$ cat src/fp_pkg.sv
package fp_pkg;

	// ==============================
	// Word format
	// ==============================
	// Sign, 8-bit biased exponent, 18-bit fraction with hidden one
	localparam int FP_W   = 27;
	localparam int EXP_W  = 8;
	localparam int FRAC_W = 18;
	localparam int INT_W  = 16;

	// Bias of 127 means exponent 127 is 2^0
	localparam logic [EXP_W-1:0] EXP_BIAS = 8'd127;

	// Largest integer magnitude from float to integer
	localparam logic [INT_W-1:0] INT_MAX = 16'h7FFF;

	// Initial guess constant for the inverse square root
	localparam logic [FP_W-1:0] INV_SQRT_MAGIC = 27'd49920718;
	// 1.5 in this word format
	localparam logic [FP_W-1:0] THREE_HALVES   = 27'd33423360;

	// ==============================
	// Pipeline depths
	// ==============================
	localparam int ADD_LATENCY      = 2;
	localparam int INV_SQRT_LATENCY = 5;
	// From the in_valid sample edge to out_valid
	localparam int UNIT_LATENCY     = 6;

	// ==============================
	// Operations and word views
	// ==============================
	localparam int OP_W = 3;

	typedef enum logic [OP_W-1:0] {
		OP_ADD       = 3'd0,
		OP_SUB       = 3'd1,
		OP_MUL       = 3'd2,
		OP_INV_SQRT  = 3'd3,
		OP_INT_TO_FP = 3'd4,
		OP_FP_TO_INT = 3'd5,
		OP_CMP_GE    = 3'd6,
		OP_ABS       = 3'd7
	} fp_op_e;

	typedef struct packed {
		logic              sign;
		logic [EXP_W-1:0]  exp;
		logic [FRAC_W-1:0] frac;
	} fp_fields_s;

	// Fields for arithmetic, raw bits for the integer trick in inv sqrt
	typedef union packed {
		fp_fields_s        fields;
		logic [FP_W-1:0]   raw;
	} fp_word_u;

endpackage

$ cat src/fp_mul.sv
`timescale 1ns/1ps

module fp_mul (
	input  fp_pkg::fp_word_u a,
	input  fp_pkg::fp_word_u b,
	output fp_pkg::fp_word_u prod
);
	import fp_pkg::*;

	// Mantissas with hidden one, LSB of stored fraction dropped
	logic [FRAC_W-1:0]   a_man;
	logic [FRAC_W-1:0]   b_man;
	logic [2*FRAC_W-1:0] pre_frac;
	logic [EXP_W:0]      pre_exp;
	logic [EXP_W:0]      norm_exp;
	logic [FRAC_W-1:0]   prod_frac;
	logic                prod_sign;
	logic                underflow;
	logic                any_zero;

	assign a_man = {1'b1, a.fields.frac[FRAC_W-1:1]};
	assign b_man = {1'b1, b.fields.frac[FRAC_W-1:1]};

	// Sign of product
	assign prod_sign = a.fields.sign ^ b.fields.sign;

	// Full product, low bits truncated later
	assign pre_frac = a_man * b_man;

	// Biased exponent sum, one extra bit
	assign pre_exp = a.fields.exp + b.fields.exp;

	// Product in [1,4), normalize by at most one place
	assign norm_exp = pre_frac[2*FRAC_W-1] ? (pre_exp - EXP_BIAS + 9'd1) :
		(pre_exp - EXP_BIAS);
	// Top product bit set means hidden one sits one place higher
	assign prod_frac = pre_frac[2*FRAC_W-1] ? pre_frac[2*FRAC_W-2:FRAC_W-1] :
		pre_frac[2*FRAC_W-3:FRAC_W-2];

	// Exponent sum too small for a biased result
	assign underflow = pre_exp < 9'h80;
	// Zero exponent encodes zero
	assign any_zero = (a.fields.exp == '0) || (b.fields.exp == '0);

	assign prod = (underflow || any_zero) ? '0 :
		{prod_sign, norm_exp[EXP_W-1:0], prod_frac};

endmodule

$ cat src/fp_add.sv
`timescale 1ns/1ps

module fp_add (
	input  logic             iCLK,
	input  logic             arst_n,
	input  fp_pkg::fp_word_u a,
	input  fp_pkg::fp_word_u b,
	output fp_pkg::fp_word_u sum
);
	import fp_pkg::*;

	// ==============================
	// Stage 1 alignment
	// ==============================
	logic [FRAC_W-1:0]   a_man;
	logic [FRAC_W-1:0]   b_man;
	logic [EXP_W-1:0]    diff_a;
	logic [EXP_W-1:0]    diff_b;
	logic [EXP_W-1:0]    larger_exp;
	logic                a_larger;
	logic [2*FRAC_W:0]   a_shift;
	logic [2*FRAC_W:0]   b_shift;
	logic [2*FRAC_W:0]   pre_sum;

	// Stage 1 to 2 registers
	logic [2*FRAC_W:0]   buf_pre_sum;
	logic [EXP_W-1:0]    buf_larger_exp;
	logic                buf_a_zero;
	logic                buf_b_zero;
	fp_word_u            buf_a;
	fp_word_u            buf_b;
	logic                buf_sign;
	// Set once stage 1 holds real data
	logic                stage1_loaded;

	// Stage 2 normalization
	logic [EXP_W-1:0]    shft_amt;
	logic [3*FRAC_W-1:0] norm_shift;
	logic [3*FRAC_W-1:0] uflow_shift;
	logic [FRAC_W-1:0]   sum_frac;
	logic [EXP_W-1:0]    sum_exp;
	logic                underflow;

	assign a_man = {1'b1, a.fields.frac[FRAC_W-1:1]};
	assign b_man = {1'b1, b.fields.frac[FRAC_W-1:1]};

	// Exponent gaps for either ordering
	assign diff_a = b.fields.exp - a.fields.exp;
	assign diff_b = a.fields.exp - b.fields.exp;
	assign larger_exp = (b.fields.exp > a.fields.exp) ? b.fields.exp : a.fields.exp;

	// Magnitude order on truncated mantissas
	assign a_larger = (a.fields.exp > b.fields.exp) ||
		((a.fields.exp == b.fields.exp) && (a_man > b_man));

	// Smaller operand shifted right, lost entirely past 35 places
	assign a_shift = a_larger ? {1'b0, a_man, {FRAC_W{1'b0}}} :
		(diff_a > 8'd35) ? '0 : ({1'b0, a_man, {FRAC_W{1'b0}}} >> diff_a);
	assign b_shift = !a_larger ? {1'b0, b_man, {FRAC_W{1'b0}}} :
		(diff_b > 8'd35) ? '0 : ({1'b0, b_man, {FRAC_W{1'b0}}} >> diff_b);

	// Unlike signs subtract, larger minus smaller
	assign pre_sum = ((a.fields.sign ^ b.fields.sign) && a_larger) ? a_shift - b_shift :
		((a.fields.sign ^ b.fields.sign) && !a_larger) ? b_shift - a_shift :
		a_shift + b_shift;

	always_ff @(posedge iCLK) begin
		buf_pre_sum    <= pre_sum;
		buf_larger_exp <= larger_exp;
		buf_a_zero     <= (a.fields.exp == '0);
		buf_b_zero     <= (b.fields.exp == '0);
		buf_a          <= a;
		buf_b          <= b;
		buf_sign       <= a_larger ? a.fields.sign : b.fields.sign;
	end

	always_ff @(posedge iCLK or negedge arst_n) begin
		if (!arst_n) begin
			stage1_loaded <= 1'b0;
		end else begin
			stage1_loaded <= 1'b1;
		end
	end

	// ==============================
	// Stage 2 normalization
	// ==============================
	// Distance of the leading one from bit 36, 37 when empty
	always_comb begin
		shft_amt = 8'd37;
		for (int i = 0; i <= 2*FRAC_W; i++) begin
			if (buf_pre_sum[i]) begin
				shft_amt = 8'(2*FRAC_W - i);
			end
		end
	end

	// Extra place drops the hidden one
	assign norm_shift  = {buf_pre_sum, {(FRAC_W-1){1'b0}}} << (shft_amt + 8'd1);
	assign uflow_shift = {buf_pre_sum, {(FRAC_W-1){1'b0}}} << shft_amt;
	assign sum_frac    = norm_shift[3*FRAC_W-1:2*FRAC_W];
	assign sum_exp     = buf_larger_exp - shft_amt + 8'd1;

	// No leading one left after the shift
	assign underflow = !uflow_shift[3*FRAC_W-1];

	// Zero operand passes the other through
	always_ff @(posedge iCLK) begin
		sum <= (buf_a_zero && buf_b_zero) ? '0 :
			buf_a_zero ? buf_b :
			buf_b_zero ? buf_a :
			underflow ? '0 :
			(buf_pre_sum == '0) ? '0 :
			{buf_sign, sum_exp, sum_frac};
	end

	// Two zero operands always give a zero word
	a_both_zero: assert property (@(posedge iCLK) disable iff (!arst_n)
		stage1_loaded && buf_a_zero && buf_b_zero |=> sum.raw == '0);

endmodule

$ cat src/fp_inv_sqrt.sv
`timescale 1ns/1ps

module fp_inv_sqrt (
	input  logic             iCLK,
	input  logic             arst_n,
	input  fp_pkg::fp_word_u a,
	output fp_pkg::fp_word_u inv_sqrt
);
	import fp_pkg::*;

	// Stage 1 guess and half operand
	fp_word_u y_1;
	fp_word_u half_a_1;
	fp_word_u y_sq;
	// Stage 2
	fp_word_u half_a_2;
	fp_word_u mult_2_in;
	fp_word_u half_a_y2;
	// Stage 3 into the adder
	fp_word_u add_3_in;
	fp_word_u neg_term;
	fp_word_u correction;
	// Stage 5
	fp_word_u mult_5_in;
	// Guess carried alongside to the last multiply
	fp_word_u y_dly [INV_SQRT_LATENCY];

	// Integer trick on the raw bits
	assign y_1 = INV_SQRT_MAGIC - (a.raw >> 1);
	// Halving by exponent decrement
	assign half_a_1 = {a.fields.sign, a.fields.exp - 8'd1, a.fields.frac};

	// y squared
	fp_mul s1_mul (
		.a    (y_1),
		.b    (y_1),
		.prod (y_sq)
	);

	// Half a times y squared
	fp_mul s2_mul (
		.a    (half_a_2),
		.b    (mult_2_in),
		.prod (half_a_y2)
	);

	// 1.5 minus the term, two cycles
	assign neg_term = {~add_3_in.fields.sign, add_3_in.fields.exp, add_3_in.fields.frac};
	fp_add s3_add (
		.iCLK   (iCLK),
		.arst_n (arst_n),
		.a      (neg_term),
		.b      (THREE_HALVES),
		.sum    (correction)
	);

	// One Newton step result
	fp_mul s5_mul (
		.a    (y_dly[INV_SQRT_LATENCY-1]),
		.b    (mult_5_in),
		.prod (inv_sqrt)
	);

	always_ff @(posedge iCLK) begin
		y_dly[0] <= y_1;
		for (int i = 1; i < INV_SQRT_LATENCY; i++) begin
			y_dly[i] <= y_dly[i-1];
		end
		mult_2_in <= y_sq;
		half_a_2  <= half_a_1;
		add_3_in  <= half_a_y2;
		// Adder result lines up with the fifth guess copy
		mult_5_in <= correction;
	end

endmodule

$ cat src/fp_int_convert.sv
`timescale 1ns/1ps

module fp_int_convert (
	input  logic signed [fp_pkg::INT_W-1:0] int_in,
	input  fp_pkg::fp_word_u                fp_in,
	output fp_pkg::fp_word_u                fp_out,
	output logic signed [fp_pkg::INT_W-1:0] int_out
);
	import fp_pkg::*;

	// ==============================
	// Integer to float
	// ==============================
	logic [INT_W-1:0]        abs_int;
	logic [EXP_W-1:0]        shft_amt;
	logic [INT_W+FRAC_W-1:0] int_shift;
	logic [EXP_W-1:0]        int_exp;
	logic                    int_sign;

	// Float to integer
	logic [INT_W+FRAC_W-1:0] fp_shift;
	logic [INT_W-1:0]        int_mag;

	assign int_sign = int_in < 0;
	// -32768 still lands with bit 15 set
	assign abs_int = int_sign ? -int_in : int_in;

	// Shift that moves the leading one to bit 18
	always_comb begin
		shft_amt = 8'(FRAC_W + 1);
		for (int i = 0; i < INT_W; i++) begin
			if (abs_int[i]) begin
				shft_amt = 8'(FRAC_W - i);
			end
		end
	end

	// 145 minus shift
	assign int_exp   = EXP_BIAS + 8'(FRAC_W) - shft_amt;
	assign int_shift = {{FRAC_W{1'b0}}, abs_int} << shft_amt;

	// Hidden one above bit 17 is dropped
	assign fp_out = (int_in == '0) ? '0 :
		{int_sign, int_exp, int_shift[FRAC_W-1:0]};

	// ==============================
	// Float to integer
	// ==============================
	// 1.frac with the one at bit 18, shifted by unbiased exponent
	assign fp_shift = {{(INT_W-1){1'b0}}, 1'b1, fp_in.fields.frac} <<
		(fp_in.fields.exp - EXP_BIAS);
	assign int_mag = fp_shift[INT_W+FRAC_W-1:FRAC_W];

	always_comb begin
		if (fp_in.fields.exp < EXP_BIAS) begin
			// Magnitude below one
			int_out = '0;
		end else if (fp_in.fields.exp > EXP_BIAS + 8'(INT_W - 2)) begin
			// Past 2^14 clips to full scale
			int_out = fp_in.fields.sign ? -INT_MAX : INT_MAX;
		end else begin
			int_out = fp_in.fields.sign ? -int_mag : int_mag;
		end
	end

endmodule

$ cat src/fp_unit.sv
`timescale 1ns/1ps

module fp_unit (
	input  logic             iCLK,
	input  logic             arst_n,
	input  logic             in_valid,
	input  fp_pkg::fp_op_e   op,
	input  fp_pkg::fp_word_u a,
	input  fp_pkg::fp_word_u b,
	output logic             out_valid,
	output fp_pkg::fp_word_u result
);
	import fp_pkg::*;

	// Datapath results
	fp_word_u                b_add;
	fp_word_u                sum;
	fp_word_u                prod;
	fp_word_u                inv_sqrt_res;
	fp_word_u                int_fp;
	fp_word_u                comb_res;
	logic signed [INT_W-1:0] int_in;
	logic signed [INT_W-1:0] fp_int;
	logic                    mag_ge;
	logic                    a_ge_b;

	// Valid and opcode shift line
	logic [UNIT_LATENCY-1:0] valid_line;
	fp_op_e                  op_line [UNIT_LATENCY-1];
	// Result words waiting for the common stage
	fp_word_u                data_line [UNIT_LATENCY-1];

	// ==============================
	// Arithmetic blocks
	// ==============================
	// Subtract flips the sign of B
	assign b_add = {b.fields.sign ^ (op == OP_SUB), b.fields.exp, b.fields.frac};

	fp_add add_inst (
		.iCLK   (iCLK),
		.arst_n (arst_n),
		.a      (a),
		.b      (b_add),
		.sum    (sum)
	);

	fp_mul mul_inst (
		.a    (a),
		.b    (b),
		.prod (prod)
	);

	fp_inv_sqrt inv_sqrt_inst (
		.iCLK     (iCLK),
		.arst_n   (arst_n),
		.a        (a),
		.inv_sqrt (inv_sqrt_res)
	);

	// Integer operand in the low half of A
	assign int_in = a.raw[INT_W-1:0];

	fp_int_convert conv_inst (
		.int_in  (int_in),
		.fp_in   (a),
		.fp_out  (int_fp),
		.int_out (fp_int)
	);

	// Compare magnitudes first, then sign cases
	assign mag_ge = (a.fields.exp > b.fields.exp) ||
		((a.fields.exp == b.fields.exp) && (a.fields.frac >= b.fields.frac));

	always_comb begin
		case ({a.fields.sign, b.fields.sign})
			2'b01:   a_ge_b = 1'b1;
			2'b10:   a_ge_b = 1'b0;
			2'b00:   a_ge_b = mag_ge;
			// Both negative reverse the order but equal words still pass
			default: a_ge_b = !mag_ge || (a.raw == b.raw);
		endcase
	end

	// Zero-cycle results, add and inv sqrt fill in later
	always_comb begin
		case (op)
			OP_MUL:       comb_res = prod;
			OP_INT_TO_FP: comb_res = int_fp;
			OP_FP_TO_INT: comb_res = {{(FP_W-INT_W){1'b0}}, fp_int};
			OP_CMP_GE:    comb_res = {{(FP_W-1){1'b0}}, a_ge_b};
			OP_ABS:       comb_res = {1'b0, a.fields.exp, a.fields.frac};
			default:      comb_res = '0;
		endcase
	end

	// ==============================
	// Delay matching
	// ==============================
	always_ff @(posedge iCLK or negedge arst_n) begin
		if (!arst_n) begin
			valid_line <= '0;
			for (int i = 0; i < UNIT_LATENCY-1; i++) begin
				op_line[i] <= OP_ADD;
			end
		end else begin
			valid_line <= {valid_line[UNIT_LATENCY-2:0], in_valid};
			op_line[0] <= op;
			for (int i = 1; i < UNIT_LATENCY-1; i++) begin
				op_line[i] <= op_line[i-1];
			end
		end
	end

	assign out_valid = valid_line[UNIT_LATENCY-1];

	// Adder sum joins the line once it is registered
	always_ff @(posedge iCLK) begin
		data_line[0] <= comb_res;
		for (int i = 1; i < UNIT_LATENCY-1; i++) begin
			if (i == ADD_LATENCY &&
				(op_line[i-1] == OP_ADD || op_line[i-1] == OP_SUB)) begin
				data_line[i] <= sum;
			end else begin
				data_line[i] <= data_line[i-1];
			end
		end
		// Inv sqrt output ready just in time
		if (op_line[UNIT_LATENCY-2] == OP_INV_SQRT) begin
			result <= inv_sqrt_res;
		end else begin
			result <= data_line[UNIT_LATENCY-2];
		end
	end

	// Quiet while reset is held
	a_no_valid_in_reset: assert property (@(posedge iCLK) !arst_n |-> !out_valid);

	// Fixed issue to result spacing
	a_fixed_latency: assert property (@(posedge iCLK) disable iff (!arst_n)
		$past(arst_n, UNIT_LATENCY) |-> out_valid == $past(in_valid, UNIT_LATENCY));

endmodule

$ cat config.mk
export PLATFORM = sky130hd
export DESIGN_NAME = fp_unit
export DESIGN_NICKNAME = d
export VERILOG_FILES = /design/src/fp_pkg.sv /design/src/fp_mul.sv /design/src/fp_add.sv /design/src/fp_inv_sqrt.sv /design/src/fp_int_convert.sv /design/src/fp_unit.sv
export SDC_FILE = /design/constraint.sdc
export NUM_CORES = 2
export LEC_CHECK = 0
export BUFFER_PORTS_ARGS = -buffer_cell sky130_fd_sc_hd__buf_2
export CAP_MARGIN = 15
export CORE_UTILIZATION = 45
export CTS_CLUSTER_SIZE = 28
export DETAILED_ROUTE_END_ITERATION = 12
export PLACE_DENSITY = 0.67
export SYNTH_ARGS = -nofsm -noshare
export SYNTH_HDL_FRONTEND = slang
export SYNTH_SLANG_ARGS = --single-unit
$ cat constraint.sdc
create_clock -name iCLK -period 21.3 [get_ports iCLK]
set_input_delay 4.26 -clock iCLK [delete_from_list [all_inputs] [get_ports iCLK]]
set_output_delay 4.26 -clock iCLK [all_outputs]
set_load 0.01 [all_outputs]
==> summary.txt <==
Synth
  – Most numerous cell in the Yosys netlist: inv_1
  – Post-Syn Nets: 11040
  – Warnings from Yosys: 0
  – Leading area contributor after synthesis: fa_1
  – Post-synth top area share: 25.03%
  – Post-Synthesis Cell Area: 79340 µm²
  – Synth cell types: 101
  – Top_reg_cell synth: dfxtp_1
  – Sequential area share after synthesis: 15.27%
  – Number of flops mapped to enable cells by yosys: 0
  – Mapped Cells: 9312
  – Top cells by count, synth: 1468 x inv_1, 1140 x nand2_1, 992 x fa_1
  – Syn Area/Cell: 8.520 µm²
  – Area contributors post-synth: fa_1 25%, dfxtp_1 15%, ha_1 11%
  – Flops & latches, synth: 600
  – FFs w/ async S/R, synth: 3.500%

Run status
  – Status: finished, final reports clean

Placed design
  – Port Buffers: 87
  – Routability Congestion: 0.9720
  – Dpl hpwl: 197.0 mm

Floorplanning
  – Chip width: 421.9 µm
  – IO Count: 88
  – Total die area: 178000 µm²
  – Initial core utilization: 45.49%
  – DIE HEIGHT: 421.9 µm
  – Core area: 174400 µm²
  – Site Rows: 153

Timing
  – Skew final: 0.08780 ns
  – Period utilization: 65.71%
  – Min Tclk post-route: 14.00 ns
  – Setup TNS: 0 ns
  – Worst slew pin tran: 1.144 ns
  – RSZ-0062 raised after global routing: no
  – Final hold viol count: 0
  – Worst relative slew slack: 23.37%
  – Final Slew Violations: 0
  – F_max: 71.45 MHz
  – Final Setup Violations: 0

Clocking
  – Clock Sinks: 600
  – H-tree lvl count: 2
  – Clock root cell: clkbuf_16
  – CTS Hold Bufs: 0
  – CTS clk-pin slew, worst paths: 0.06 ns
  – CTS tree: done
  – CTS buffer count: 60
  – CTS resizes: 0
  – Clk buf depth: 3
  – Total setup buffers inserted after CTS: 0
  – Clk_lat worst skew: 0.73 ns

Critical path
  – Slowest CP cell: clkinv_1
  – Buf/Inv on CP: 6
  – Crit path max fanout: 18
  – Critical R2R Launch: inv_sqrt_inst.mult_2_in[4]$_SDFF_PP0_
  – Critical Path RT: 21.79 ns
  – Worst r2r path cells: 26
  – Worst setup path class: in2reg
  – CP endpoint kind: flip-flop
  – Top cell family by delay on the critical path: adder cells
  – Flop2flop setup slack: 11.79 ns
  – Critical R2R Capture: inv_sqrt_inst.add_3_in[8]$_SDFF_PP0_
  – CP startpoint kind: primary input
  – Arrival @ worst endpoint: 14.49 ns
  – Cell mode on critical path: fa_1
  – Worst path max stage delay: 0.70 ns

Final layout
  – Final Net Count: 10910
  – Layout cells sized above 1: 6.453%
  – P&R area growth vs syn: 6.542%
  – Fill count: 16650

Global routing
  – Global Route Usage Sum: 27.90%
  – Global route hottest layer: met2
  – Number of global-route vias before repair: 66940
  – Routing usage on met1: 36.59%
  – Grt met3 use: 3.672%
  – Largest net degree at the start of global routing: 65
  – First-pass GRT wire length: 390.3 mm
  – Antenna violations before repair: 17
  – Gr ovfl total: 0
  – Met2 Use GR: 46.24%

Run
  – MaxCap Viol Count: 0

Route
  – Vias per cell: 5.690
  – DRT Pass-1 Iters: 8
  – DRC Markers: 0
  – Initial DRC count: 5686
  – Wire per inst: 21.55 µm
  – Detailed-route wire length: 249.3 mm
  – Vias post-DR: 65840
  – Routed Antenna Nets: 0

Worst hold path
  – Worst hold endpoint: inv_sqrt_inst.y_dly[0][45]$_DFF_P_
  – Hold_sp: inv_sqrt_inst.y_dly[0][18]$_DFF_P_
  – Hold WC Path Type: reg2reg
  – Cells on Worst Hold Path: 0
==> area by class of cell <==
cell class / instances / area, µm² / share of cell area (%)
Clock inverter: 46 / 698.2 / 0.8260
Timing Repair Buffer: 234 / 1539 / 1.821
Antenna cell: 10 / 25.02 / 0.02960
Multi-Input combinational cell: 6797 / 60060 / 71.05
Clock buffer: 67 / 1578 / 1.867
Sequential cell: 600 / 12120 / 14.34
Tap cell: 2325 / 2909 / 3.442
Inverter: 1492 / 5600 / 6.626
==> metal layers <==
layer / vias to the layer above / wire length (µm) / part of all wire [%]
met5: - / 41 / 0.016
li1: 30180 / - / -
met3: 506 / 17720 / 7.1
met1: 32570 / 103500 / 42
met4: 6 / 11320 / 4.5
met2: 2569 / 116700 / 47
==> how the worst max path moves through the flow <==
stage | cells past startpoint | from | to
after global placement | 33 | a[1] | inv_sqrt_inst.mult_2_in[3]$_SDFF_PP0_
after CTS | 33 | a[1] | inv_sqrt_inst.mult_2_in[8]$_SDFF_PP0_
final | 33 | a[1] | inv_sqrt_inst.mult_2_in[8]$_SDFF_PP0_
after floorplan | 33 | a[5] | inv_sqrt_inst.mult_2_in[12]$_SDFF_PP0_
after detailed placement | 33 | a[1] | inv_sqrt_inst.mult_2_in[8]$_SDFF_PP0_
after global routing | 33 | a[1] | inv_sqrt_inst.mult_2_in[8]$_SDFF_PP0_
==> flip-flops by register name (all words and copies together), names as in the netlist, 27 cells and up <==
| register | cells |
|---|---|
| data_line | 135 |
| inv_sqrt_inst.y_dly | 130 |
| add_inst.buf_pre_sum | 37 |
| inv_sqrt_inst.s3_add.buf_pre_sum | 37 |
| add_inst.buf_b | 27 |
| add_inst.sum | 27 |
| result | 27 |
==> worst reg2reg max path: cells and delay by family (launching register included) <==
kind / cells / cell delay [ns]
multiplexers: 1 / 0.28
AO/OA/AOI/OAI: 7 / 2.59
flip-flops: 1 / 1.06
XOR/XNOR: 1 / 0.13
buffers and inverters: 4 / 0.63
AND/OR/NAND/NOR: 6 / 1.36
adder cells (fa/ha/maj): 7 / 3.36
==> cells in the final DEF, fill, tap and decap left out, types with 87 or more instances in the layout <==
cell / synthesis / routed
and2_1: 346 / 347
inv_1: 1468 / 1468
xnor2_1: 251 / 241
o21ai_0: 353 / 351
xor2_1: 162 / 157
mux2i_1: 196 / 196
buf_2: 34 / 87
fa_1: 992 / 992
dfxtp_1: 579 / 578
buf_4: 8 / 147
a21oi_1: 413 / 413
nand3_1: 112 / 112
nor3_1: 148 / 148
nand2_1: 1140 / 1139
ha_1: 677 / 676
nor2_1: 618 / 617
a21o_1: 126 / 126
mux4_2: 94 / 94
==> through the flow <==
| step | hold WS, ns | utilization, % | worst slack [ns] | instances | cell area [µm²] |
|---|---|---|---|---|---|
| 6_report | 0.2841 | 48.47 | 7.304 | 11570 | 84530 |
| 5_1_grt | 0.2927 | 48.46 | 6.589 | 11570 | 84510 |
| 4_1_cts | 0.2837 | 48.45 | 7.431 | 11560 | 84500 |
| 3_5_place_dp | 0.3121 | 47.15 | 6.725 | 11450 | 82230 |
| 3_3_place_gp | 0.3101 | 47.15 | 7.056 | 11450 | 82230 |
| 2_1_floorplan | 0.3096 | - | 8.674 | 9312 | 79340 |
==> logic make-up after synthesis <==
family / Yosys count / share of synthesized area (%)
multiplexers: 361 / 6.149
XOR/XNOR: 415 / 4.600
buffers and inverters: 1915 / 9.232
adder cells (fa/ha/maj): 1669 / 35.71
AO/OA/AOI/OAI: 1568 / 12.84
AND/OR/NAND/NOR: 2784 / 16.20
flip-flops: 600 / 15.27
Power is left out: the tool's default activity adds up to more than one toggle a clock period on the data nets, which glitch-free logic cannot reach.
